`src/design/sccb_pkg.sv`:
```
package sccb_pkg;

	////////////////////////////////////////////////////////////
	// Widths

	// One link-layer word, byte 0 in bits 7:0 arrives first
	typedef logic [31:0] ll_word_t;

	// One byte of a frame as it sits inside a link-layer word
	typedef logic [7:0] frame_byte_t;

	// APB address, data and byte strobes
	typedef logic [31:0] apb_addr_t;
	typedef logic [31:0] apb_data_t;
	typedef logic [3:0] apb_strb_t;

	////////////////////////////////////////////////////////////
	// Frame header codes, all K characters on the wire

	// K27.7
	localparam frame_byte_t FRAME_APB_WRITE = 8'hfb;
	// K28.0
	localparam frame_byte_t FRAME_APB_READ = 8'h1c;
	// K29.7
	localparam frame_byte_t FRAME_COMP_DATA = 8'hfd;
	// K23.7
	localparam frame_byte_t FRAME_COMP_EMPTY = 8'hf7;

	// Writes always cover the full word, reads carry no strobes
	localparam apb_strb_t STRB_ALL = 4'b1111;

	////////////////////////////////////////////////////////////
	// State machines

	// Frame decoder, prefixed since both enums share this scope
	typedef enum logic [2:0] {
		DEC_IDLE,
		DEC_WRITE_1,
		DEC_WRITE_2,
		DEC_READ_1,
		DEC_COMP_1,
		DEC_WAIT_COMMIT,
		DEC_REQ_HOLD,
		DEC_ACK_HOLD
	} decoder_state_t;

	// APB requester
	typedef enum logic [1:0] {
		APB_IDLE,
		APB_SETUP,
		APB_ACCESS,
		APB_CPL_HOLD
	} requester_state_t;

endpackage

```
`src/design/sccb_req_if.sv`:
```
// One decoded APB request, frame decoder to requester
interface sccb_req_if;

	// Handshake
	logic req_valid;
	logic req_ready;

	// Payload, stable for as long as req_valid is high
	logic req_write;
	sccb_pkg::apb_addr_t req_addr;
	sccb_pkg::apb_data_t req_wdata;
	sccb_pkg::apb_strb_t req_strb;

	// Producer side, the frame decoder
	modport decoder (
		output req_valid,
		output req_write,
		output req_addr,
		output req_wdata,
		output req_strb,
		input  req_ready
	);

	// Consumer side, the APB requester
	modport requester (
		input  req_valid,
		input  req_write,
		input  req_addr,
		input  req_wdata,
		input  req_strb,
		output req_ready
	);

endinterface

```
`src/design/apb_requester.sv`:
```
module apb_requester (
	input  logic                 rx_clk,
	input  logic                 reset,

	// Request from the frame decoder
	sccb_req_if.requester        req,

	// APB requester port
	output logic                 apb_psel,
	output logic                 apb_penable,
	output logic                 apb_pwrite,
	output sccb_pkg::apb_addr_t  apb_paddr,
	output sccb_pkg::apb_data_t  apb_pwdata,
	output sccb_pkg::apb_strb_t  apb_pstrb,
	input  logic                 apb_pready,
	input  logic                 apb_pslverr,
	input  sccb_pkg::apb_data_t  apb_prdata,

	// Completion record for the transmit side
	output logic                 cpl_valid,
	output logic                 cpl_has_data,
	output logic                 cpl_success,
	output sccb_pkg::apb_data_t  cpl_data,
	input  logic                 cpl_ready
);

	sccb_pkg::requester_state_t state;

	// Successful read, the only case that returns data
	logic read_ok;

	assign read_ok = !apb_pwrite && !apb_pslverr;

	// One transfer in flight, next request waits for the completion handoff
	assign req.req_ready = (state == sccb_pkg::APB_IDLE);
	assign apb_psel = (state == sccb_pkg::APB_SETUP) || (state == sccb_pkg::APB_ACCESS);
	assign apb_penable = (state == sccb_pkg::APB_ACCESS);
	assign cpl_valid = (state == sccb_pkg::APB_CPL_HOLD);

	////////////////////////////////////////////////////////////
	// Transfer sequencing

	always_ff @(posedge rx_clk) begin
		if (reset) begin
			state <= sccb_pkg::APB_IDLE;
		end else begin
			case (state)
				sccb_pkg::APB_IDLE: begin
					if (req.req_valid)
						state <= sccb_pkg::APB_SETUP;
				end

				// Setup phase is always exactly one cycle
				sccb_pkg::APB_SETUP: state <= sccb_pkg::APB_ACCESS;

				// Completer stretches the access phase until pready
				sccb_pkg::APB_ACCESS: begin
					if (apb_pready)
						state <= sccb_pkg::APB_CPL_HOLD;
				end

				sccb_pkg::APB_CPL_HOLD: begin
					if (cpl_ready)
						state <= sccb_pkg::APB_IDLE;
				end

				default: state <= sccb_pkg::APB_IDLE;
			endcase
		end
	end

	////////////////////////////////////////////////////////////
	// Request latch and completion capture

	always_ff @(posedge rx_clk) begin
		// Bus fields stay put from setup through the end of access
		if (req.req_valid && req.req_ready) begin
			apb_pwrite <= req.req_write;
			apb_paddr <= req.req_addr;
			apb_pwdata <= req.req_wdata;
			apb_pstrb <= req.req_strb;
		end

		// Writes and failed reads send an empty completion
		if ((state == sccb_pkg::APB_ACCESS) && apb_pready) begin
			cpl_has_data <= read_ok;
			cpl_success <= !apb_pslverr;
			cpl_data <= read_ok ? apb_prdata : '0;
		end
	end

endmodule

```
`src/design/sccb_frame_decoder.sv`:
```
module sccb_frame_decoder (
	input  logic                 rx_clk,
	input  logic                 reset,

	// Link-layer receive words
	input  logic                 ll_link_up,
	input  logic                 ll_start,
	input  logic                 ll_valid,
	input  sccb_pkg::ll_word_t   ll_data,
	input  logic                 ll_commit,
	input  logic                 ll_drop,

	// Decoded APB request
	sccb_req_if.decoder          req,

	// Acknowledgements from incoming completion frames
	output logic                 ack_valid,
	output logic                 ack_error,
	output sccb_pkg::apb_data_t  ack_data,
	input  logic                 ack_ready
);

	sccb_pkg::decoder_state_t state;

	// Set once the header says this frame is a completion
	logic frame_is_ack;

	// Word split into its four frame bytes
	sccb_pkg::frame_byte_t ll_byte [4];

	// Continuation word is missing, dropped or the link went away
	logic cont_bad;

	always_comb begin
		for (int i = 0; i < 4; i++) begin
			ll_byte[i] = ll_data[8*i +: 8];
		end
	end

	assign cont_bad = ll_drop || !ll_valid || !ll_link_up;

	// Held request or acknowledgement is presented straight from the state
	assign req.req_valid = (state == sccb_pkg::DEC_REQ_HOLD);
	assign ack_valid = (state == sccb_pkg::DEC_ACK_HOLD);

	////////////////////////////////////////////////////////////
	// Frame state machine

	always_ff @(posedge rx_clk) begin
		if (reset) begin
			state <= sccb_pkg::DEC_IDLE;
			frame_is_ack <= 1'b0;
		end else begin
			case (state)

				// Wait for a start word and dispatch on its header byte
				sccb_pkg::DEC_IDLE: begin
					if (ll_link_up && ll_start) begin
						frame_is_ack <= (ll_byte[0] == sccb_pkg::FRAME_COMP_EMPTY) ||
							(ll_byte[0] == sccb_pkg::FRAME_COMP_DATA);
						case (ll_byte[0])
							sccb_pkg::FRAME_APB_WRITE: state <= sccb_pkg::DEC_WRITE_1;
							sccb_pkg::FRAME_APB_READ: state <= sccb_pkg::DEC_READ_1;
							sccb_pkg::FRAME_COMP_DATA: state <= sccb_pkg::DEC_COMP_1;
							// Single word frame, only the commit is left
							sccb_pkg::FRAME_COMP_EMPTY: state <= sccb_pkg::DEC_WAIT_COMMIT;
							// Unknown header, frame is ignored
							default: state <= sccb_pkg::DEC_IDLE;
						endcase
					end
				end

				// Address low half and write data high half
				sccb_pkg::DEC_WRITE_1: begin
					if (cont_bad)
						state <= sccb_pkg::DEC_IDLE;
					else
						state <= sccb_pkg::DEC_WRITE_2;
				end

				// Last words of each frame type
				sccb_pkg::DEC_WRITE_2,
				sccb_pkg::DEC_READ_1,
				sccb_pkg::DEC_COMP_1: begin
					if (cont_bad)
						state <= sccb_pkg::DEC_IDLE;
					else
						state <= sccb_pkg::DEC_WAIT_COMMIT;
				end

				// Link layer confirms the CRC or throws the frame away
				sccb_pkg::DEC_WAIT_COMMIT: begin
					if (ll_drop || !ll_link_up)
						state <= sccb_pkg::DEC_IDLE;
					else if (ll_commit)
						state <= frame_is_ack ? sccb_pkg::DEC_ACK_HOLD :
							sccb_pkg::DEC_REQ_HOLD;
				end

				// Link input is ignored while the output is not taken
				sccb_pkg::DEC_REQ_HOLD: begin
					if (req.req_ready)
						state <= sccb_pkg::DEC_IDLE;
				end

				sccb_pkg::DEC_ACK_HOLD: begin
					if (ack_ready)
						state <= sccb_pkg::DEC_IDLE;
				end

				default: state <= sccb_pkg::DEC_IDLE;
			endcase
		end
	end

	////////////////////////////////////////////////////////////
	// Payload capture

	// Byte 1 of the header word is the sequence number, skipped
	always_ff @(posedge rx_clk) begin
		case (state)
			sccb_pkg::DEC_IDLE: begin
				if (ll_start) begin
					req.req_addr[31:16] <= {ll_byte[2], ll_byte[3]};
					req.req_write <= (ll_byte[0] == sccb_pkg::FRAME_APB_WRITE);
					if (ll_byte[0] == sccb_pkg::FRAME_APB_WRITE)
						req.req_strb <= sccb_pkg::STRB_ALL;
					else
						req.req_strb <= '0;

					// Empty completion carries only a success flag
					if (ll_byte[0] == sccb_pkg::FRAME_COMP_EMPTY) begin
						ack_data <= '0;
						ack_error <= !ll_byte[2][0];
					end else begin
						ack_data[31:16] <= {ll_byte[2], ll_byte[3]};
						ack_error <= 1'b0;
					end
				end
			end

			sccb_pkg::DEC_WRITE_1: begin
				req.req_addr[15:0] <= {ll_byte[0], ll_byte[1]};
				req.req_wdata[31:16] <= {ll_byte[2], ll_byte[3]};
			end

			// Upper two bytes of this word are padding
			sccb_pkg::DEC_WRITE_2: begin
				req.req_wdata[15:0] <= {ll_byte[0], ll_byte[1]};
			end

			// Reads have no data, keep the bus quiet
			sccb_pkg::DEC_READ_1: begin
				req.req_addr[15:0] <= {ll_byte[0], ll_byte[1]};
				req.req_wdata <= '0;
			end

			sccb_pkg::DEC_COMP_1: begin
				ack_data[15:0] <= {ll_byte[0], ll_byte[1]};
			end

			default: begin
			end
		endcase
	end

endmodule

```
`src/design/sccb_rx_bridge.sv`:
```
module sccb_rx_bridge (
	input  logic                 rx_clk,
	input  logic                 reset,

	////////////////////////////////////////////////////////////
	// Link-layer receive side

	input  logic                 ll_link_up,
	input  logic                 ll_start,
	input  logic                 ll_valid,
	input  sccb_pkg::ll_word_t   ll_data,
	input  logic                 ll_commit,
	input  logic                 ll_drop,

	////////////////////////////////////////////////////////////
	// APB requester, clocked by rx_clk

	output logic                 apb_psel,
	output logic                 apb_penable,
	output logic                 apb_pwrite,
	output sccb_pkg::apb_addr_t  apb_paddr,
	output sccb_pkg::apb_data_t  apb_pwdata,
	output sccb_pkg::apb_strb_t  apb_pstrb,
	input  logic                 apb_pready,
	input  logic                 apb_pslverr,
	input  sccb_pkg::apb_data_t  apb_prdata,

	////////////////////////////////////////////////////////////
	// Records handed to the transmit side

	// Completion of a local APB transfer
	output logic                 cpl_valid,
	output logic                 cpl_has_data,
	output logic                 cpl_success,
	output sccb_pkg::apb_data_t  cpl_data,
	input  logic                 cpl_ready,

	// Acknowledgement of a remote transfer
	output logic                 ack_valid,
	output logic                 ack_error,
	output sccb_pkg::apb_data_t  ack_data,
	input  logic                 ack_ready
);

	// Decoded request between the two stages
	sccb_req_if req_bus ();

	// Link words in, requests and acknowledgements out
	sccb_frame_decoder u_decoder (
		.rx_clk     (rx_clk),
		.reset      (reset),
		.ll_link_up (ll_link_up),
		.ll_start   (ll_start),
		.ll_valid   (ll_valid),
		.ll_data    (ll_data),
		.ll_commit  (ll_commit),
		.ll_drop    (ll_drop),
		.req        (req_bus.decoder),
		.ack_valid  (ack_valid),
		.ack_error  (ack_error),
		.ack_data   (ack_data),
		.ack_ready  (ack_ready)
	);

	// Runs each request on APB and reports how it ended
	apb_requester u_requester (
		.rx_clk       (rx_clk),
		.reset        (reset),
		.req          (req_bus.requester),
		.apb_psel     (apb_psel),
		.apb_penable  (apb_penable),
		.apb_pwrite   (apb_pwrite),
		.apb_paddr    (apb_paddr),
		.apb_pwdata   (apb_pwdata),
		.apb_pstrb    (apb_pstrb),
		.apb_pready   (apb_pready),
		.apb_pslverr  (apb_pslverr),
		.apb_prdata   (apb_prdata),
		.cpl_valid    (cpl_valid),
		.cpl_has_data (cpl_has_data),
		.cpl_success  (cpl_success),
		.cpl_data     (cpl_data),
		.cpl_ready    (cpl_ready)
	);

endmodule

```
`config.mk`:
```
export PLATFORM = sky130hd
export DESIGN_NAME = sccb_rx_bridge
export DESIGN_NICKNAME = d
export VERILOG_FILES = /design/src/design/sccb_pkg.sv /design/src/design/sccb_req_if.sv /design/src/design/apb_requester.sv /design/src/design/sccb_frame_decoder.sv /design/src/design/sccb_rx_bridge.sv
export SDC_FILE = /design/constraint.sdc
export NUM_CORES = 1
export LEC_CHECK = 0
export BUFFER_PORTS_ARGS = -buffer_cell sky130_fd_sc_hd__buf_2
export CAP_MARGIN = 20
export CORE_ASPECT_RATIO = 0.6
export CORE_MARGIN = 5
export CORE_UTILIZATION = 51
export CTS_BUF_LIST = sky130_fd_sc_hd__clkbuf_4 sky130_fd_sc_hd__clkbuf_8 sky130_fd_sc_hd__clkbuf_16
export CTS_CLUSTER_SIZE = 20
export DETAILED_ROUTE_END_ITERATION = 8
export PLACE_DENSITY = 0.85
export REMOVE_ABC_BUFFERS = 1
export SYNTH_ARGS = -nofsm -noshare
export SYNTH_HDL_FRONTEND = slang
export SYNTH_SLANG_ARGS = --single-unit
```
`constraint.sdc`:
```
create_clock -name rx_clk -period 4.3 [get_ports rx_clk]
set_input_delay 0.215 -clock rx_clk [delete_from_list [all_inputs] [get_ports rx_clk]]
set_output_delay 0.215 -clock rx_clk [all_outputs]
set_load 0.1 [all_outputs]
```
==> results.py <==
metrics = {
    "sta": {
        "max_slew.worst_pin.slew_ps": 916,
        "clock.fmax_mhz": 380,
        "fin_skew_ps": 8.75,
        "rsz0062_at_grt": "false",
        "drv_slew": 0,
        "finalCriticalPeriod_ps": 2630,
        "slew_headroom": 0.389,
        "setup_viol": 0,
        "hold_violations": 0,
        "fin_crit_sh": 0.612,
    },
    "status": {
        "status": "complete, no violations",
    },
    "critical_path": {
        "crit_required_ps": 4390,
        "r2r-end": "u_requester.apb_pwdata[28]$_DFFE_PP_",
        "worstPathMaxFanout": 18,
        "rrSetupSlack_ps": 1830,
        "timing.rr.start": "u_decoder.state[2]$_SDFFE_PP0P_",
        "r2r_cells": 3,
        "path_class": "input pin to flop",
        "crit_path_end_kind": "flop",
        "cp-start-kind": "input pin",
        "arrival_ps": 2730,
    },
    "die": {
        "core_area_um2": 13700,
        "dieHeight_um": 102,
        "rows": 33,
        "io_pins": 215,
        "die-area_um2": 16600,
        "dieWidth_um": 163,
        "start_util": 0.523,
    },
    "route": {
        "drt_iter0_drc": 237,
        "firstDrtPassIters": 4,
        "routedWlPerCell_um": 18.7,
        "viasPerCell": 4.97,
        "drt_wl_total_mm": 15.7,
        "drc_errors": 0,
        "ant_nets": 0,
        "num_vias": 4173,
    },
    "placed_design": {
        "dp_hpwl_mm": 10.9,
        "port_buffers": 214,
        "dpl_cell_area_um2": 8440,
        "place.gp.congestion": 0.859,
        "dp_cells": 777,
    },
    "power_and_ir_drop": {
        "clock_power_share": 0.381,
        "intPower_w": 0.00312,
        "p_leak_nw": 3.70,
        "switching_share": 0.214,
        "vdd_ir_drop_max_mv": 0.306,
        "p_total_w": 0.00397,
        "power_density_nw_per_um2": 425,
        "switchingPower_w": 0.000849,
        "p_seq_frac": 0.552,
        "combinationalPowerShare": 0.066,
    },
    "yosys": {
        "synth-edff-count": 197,
        "synth_area_um2": 7190,
        "synth_seq_area_share": 0.840,
        "ys_warn_count": 0,
        "yosysUniqueCellTypes": 38,
        "synth-seq-cells": 203,
        "synth-main-ff-cell": "edfxtp_1",
        "async_reset_ff_frac": 0,
        "syn_inst": 383,
        "avgSynthCellArea_um2": 18.8,
    },
    "grt": {
        "first_global_vias": 4271,
        "grt-ovfl-total": 0,
        "grt_max_degree": 35,
        "grt_usage": 0.185,
        "grt_pass1_wl_mm": 23.6,
        "antenna_found_initial": 1,
    },
    "layout": {
        "stdcell_count": 840,
        "diodes": 0,
        "finalInstanceArea_um2": 9330,
        "fillerInstances": 938,
        "regArea_um2": 6040,
        "final_layout_size_suffix_gt1_frac": 0.404,
        "final_net_count": 715,
        "area_delta_synth_final_pct": 29.8,
        "multi_input_area_um2": 1030,
    },
    "cts": {
        "root_buffer": "clkbuf_16",
        "cts_tree": "built",
        "clkTransAtPathRegs_ps": 60,
        "clock_path_buffers": 3,
        "cts_buffers": 19,
        "cts_sinks": 203,
        "cts_setup_buffers": 0,
        "htree_num_levels": 1,
        "clk_latency_ps": 460,
    },
    "min_path": {
        "min_path_type": "input pin to flop",
        "min_from": "apb_pslverr",
        "hold_depth": 2,
        "min_to": "u_requester.cpl_success$_DFFE_PP_",
    },
    "job": {
        "cap_violations": 0,
    },
}
## worst max-delay path, cell delays in order
cell and delay (ps):
dlygate4sd3_1 540, buf_2 160, nand4_1 220, nor3_4 760, and3_1 270, a21o_1 550
## registers in the layout (all words and copies together) (netlist names), 2 cells and up
name,cells
u_decoder.ack_data,32
u_decoder.req.req_addr,32
u_decoder.req.req_wdata,32
u_decoder.state,3
u_requester.apb_paddr,32
u_requester.apb_pwdata,32
u_requester.cpl_data,32
u_requester.state,2
## cell usage in the layout (no fill, tap or decap), types with 2 or more instances in the layout
cell type,instances
a211oi_1,2
nor2b_1,19
clkinv_2,5
nand4b_1,2
inv_1,6
edfxtp_1,197
dlygate4sd3_1,30
nand3_1,2
buf_4,6
nor2_1,8
mux2i_1,2
and2_1,65
and3_2,2
ha_1,3
nand2_1,8
o21ai_0,2
buf_2,214
a31oi_1,3
dfxtp_1,6
clkinv_1,2
clkbuf_4,4
clkbuf_16,19
a21oi_1,2
and3_1,16
## through the flow
step	utilization	setup WS, ps	setup TNS, ps	hold WS [ps]
6_report	0.679	1670	0	13.9
5_1_grt	0.679	1510	0	4.03
4_1_cts	0.677	1640	0	0.106
3_5_place_dp	0.614	1620	0	405
3_3_place_gp	0.614	1810	0	401
2_1_floorplan	-	-903	-29640	284
## kinds of logic after synthesis
family / Yosys count / synth area share
compound gates: 18 / 0.0197
xor+xnor: 1 / 0.00122
fa+ha+maj: 3 / 0.00522
buf+inv: 24 / 0.0188
flops: 203 / 0.840
mux: 2 / 0.00279
simple gates: 132 / 0.113
## timing repair
| action | 4_1_cts | 5_1_grt |
|---|---|---|
| endpoints found under the hold margin | 34 | 0 |
| resized for setup | 0 | 0 |
| hold buffers | 30 | 0 |
## power groups by stage
stage	sequential (W)	clock [W]	combinational, W
3_5_place_dp	0.00223	0	0.000241
6_report	0.00219	0.00151	0.000263
4_1_cts	0.00219	0.00154	0.000264
2_1_floorplan	0.00232	0	0.0000786
3_3_place_gp	0.00223	0	0.000234
5_1_grt	0.00219	0.00163	0.000280
## final cells by class
type                            instances  area share
Clock inverter                          8     0.00442
Sequential cell                       203       0.647
Tap cell                              192      0.0257
Multi-Input combinational cell        156       0.110
Clock buffer                           24      0.0556
Inverter                                6     0.00241
Timing Repair Buffer                  251       0.155
## how the worst max path moves through the flow
stage / from / endpoint
3_3_place_gp: ll_data[1] / u_decoder.ack_data[5]$_SDFFCE_PN0P_
6_report: ll_data[6] / u_decoder.ack_data[12]$_SDFFCE_PN0P_
4_1_cts: ll_data[6] / u_decoder.ack_data[8]$_SDFFCE_PN0P_
5_1_grt: ll_data[6] / u_decoder.ack_data[8]$_SDFFCE_PN0P_
2_1_floorplan: u_requester.apb_pstrb[2]$_DFFE_PP_ / u_requester.cpl_data[0]$_SDFFCE_PN0P_
3_5_place_dp: ll_data[1] / u_decoder.ack_data[6]$_SDFFCE_PN0P_
## per-layer routing
metal  vias up  track usage  share of wire
met3        21       0.0548          0.094
met2       206        0.304           0.47
met4         2       0.0322          0.010
li1       1935            -              -
met1      2009        0.253           0.42
met5         -            0        0.00070
## cell usage after synthesis (2+ instances only)
library cell	n	area, um2
edfxtp_1	197	5920
mux2i_1	2	20.0
nand2_1	8	30.0
a211oi_1	2	15.0
o21ai_0	2	10.0
ha_1	3	37.5
inv_1	6	22.5
and2_1	65	407
dfxtp_1	6	120
nor2_1	9	33.8
nor2b_1	20	125
and3_1	17	106
buf_4	4	30.0
clkbuf_8	3	41.3
a31oi_1	3	18.8
nand4b_1	2	17.5
clkbuf_1	11	41.3
a21oi_1	2	10.0
nand3_1	2	10.0
No activity file was read; power rests on OpenSTA's default activity.
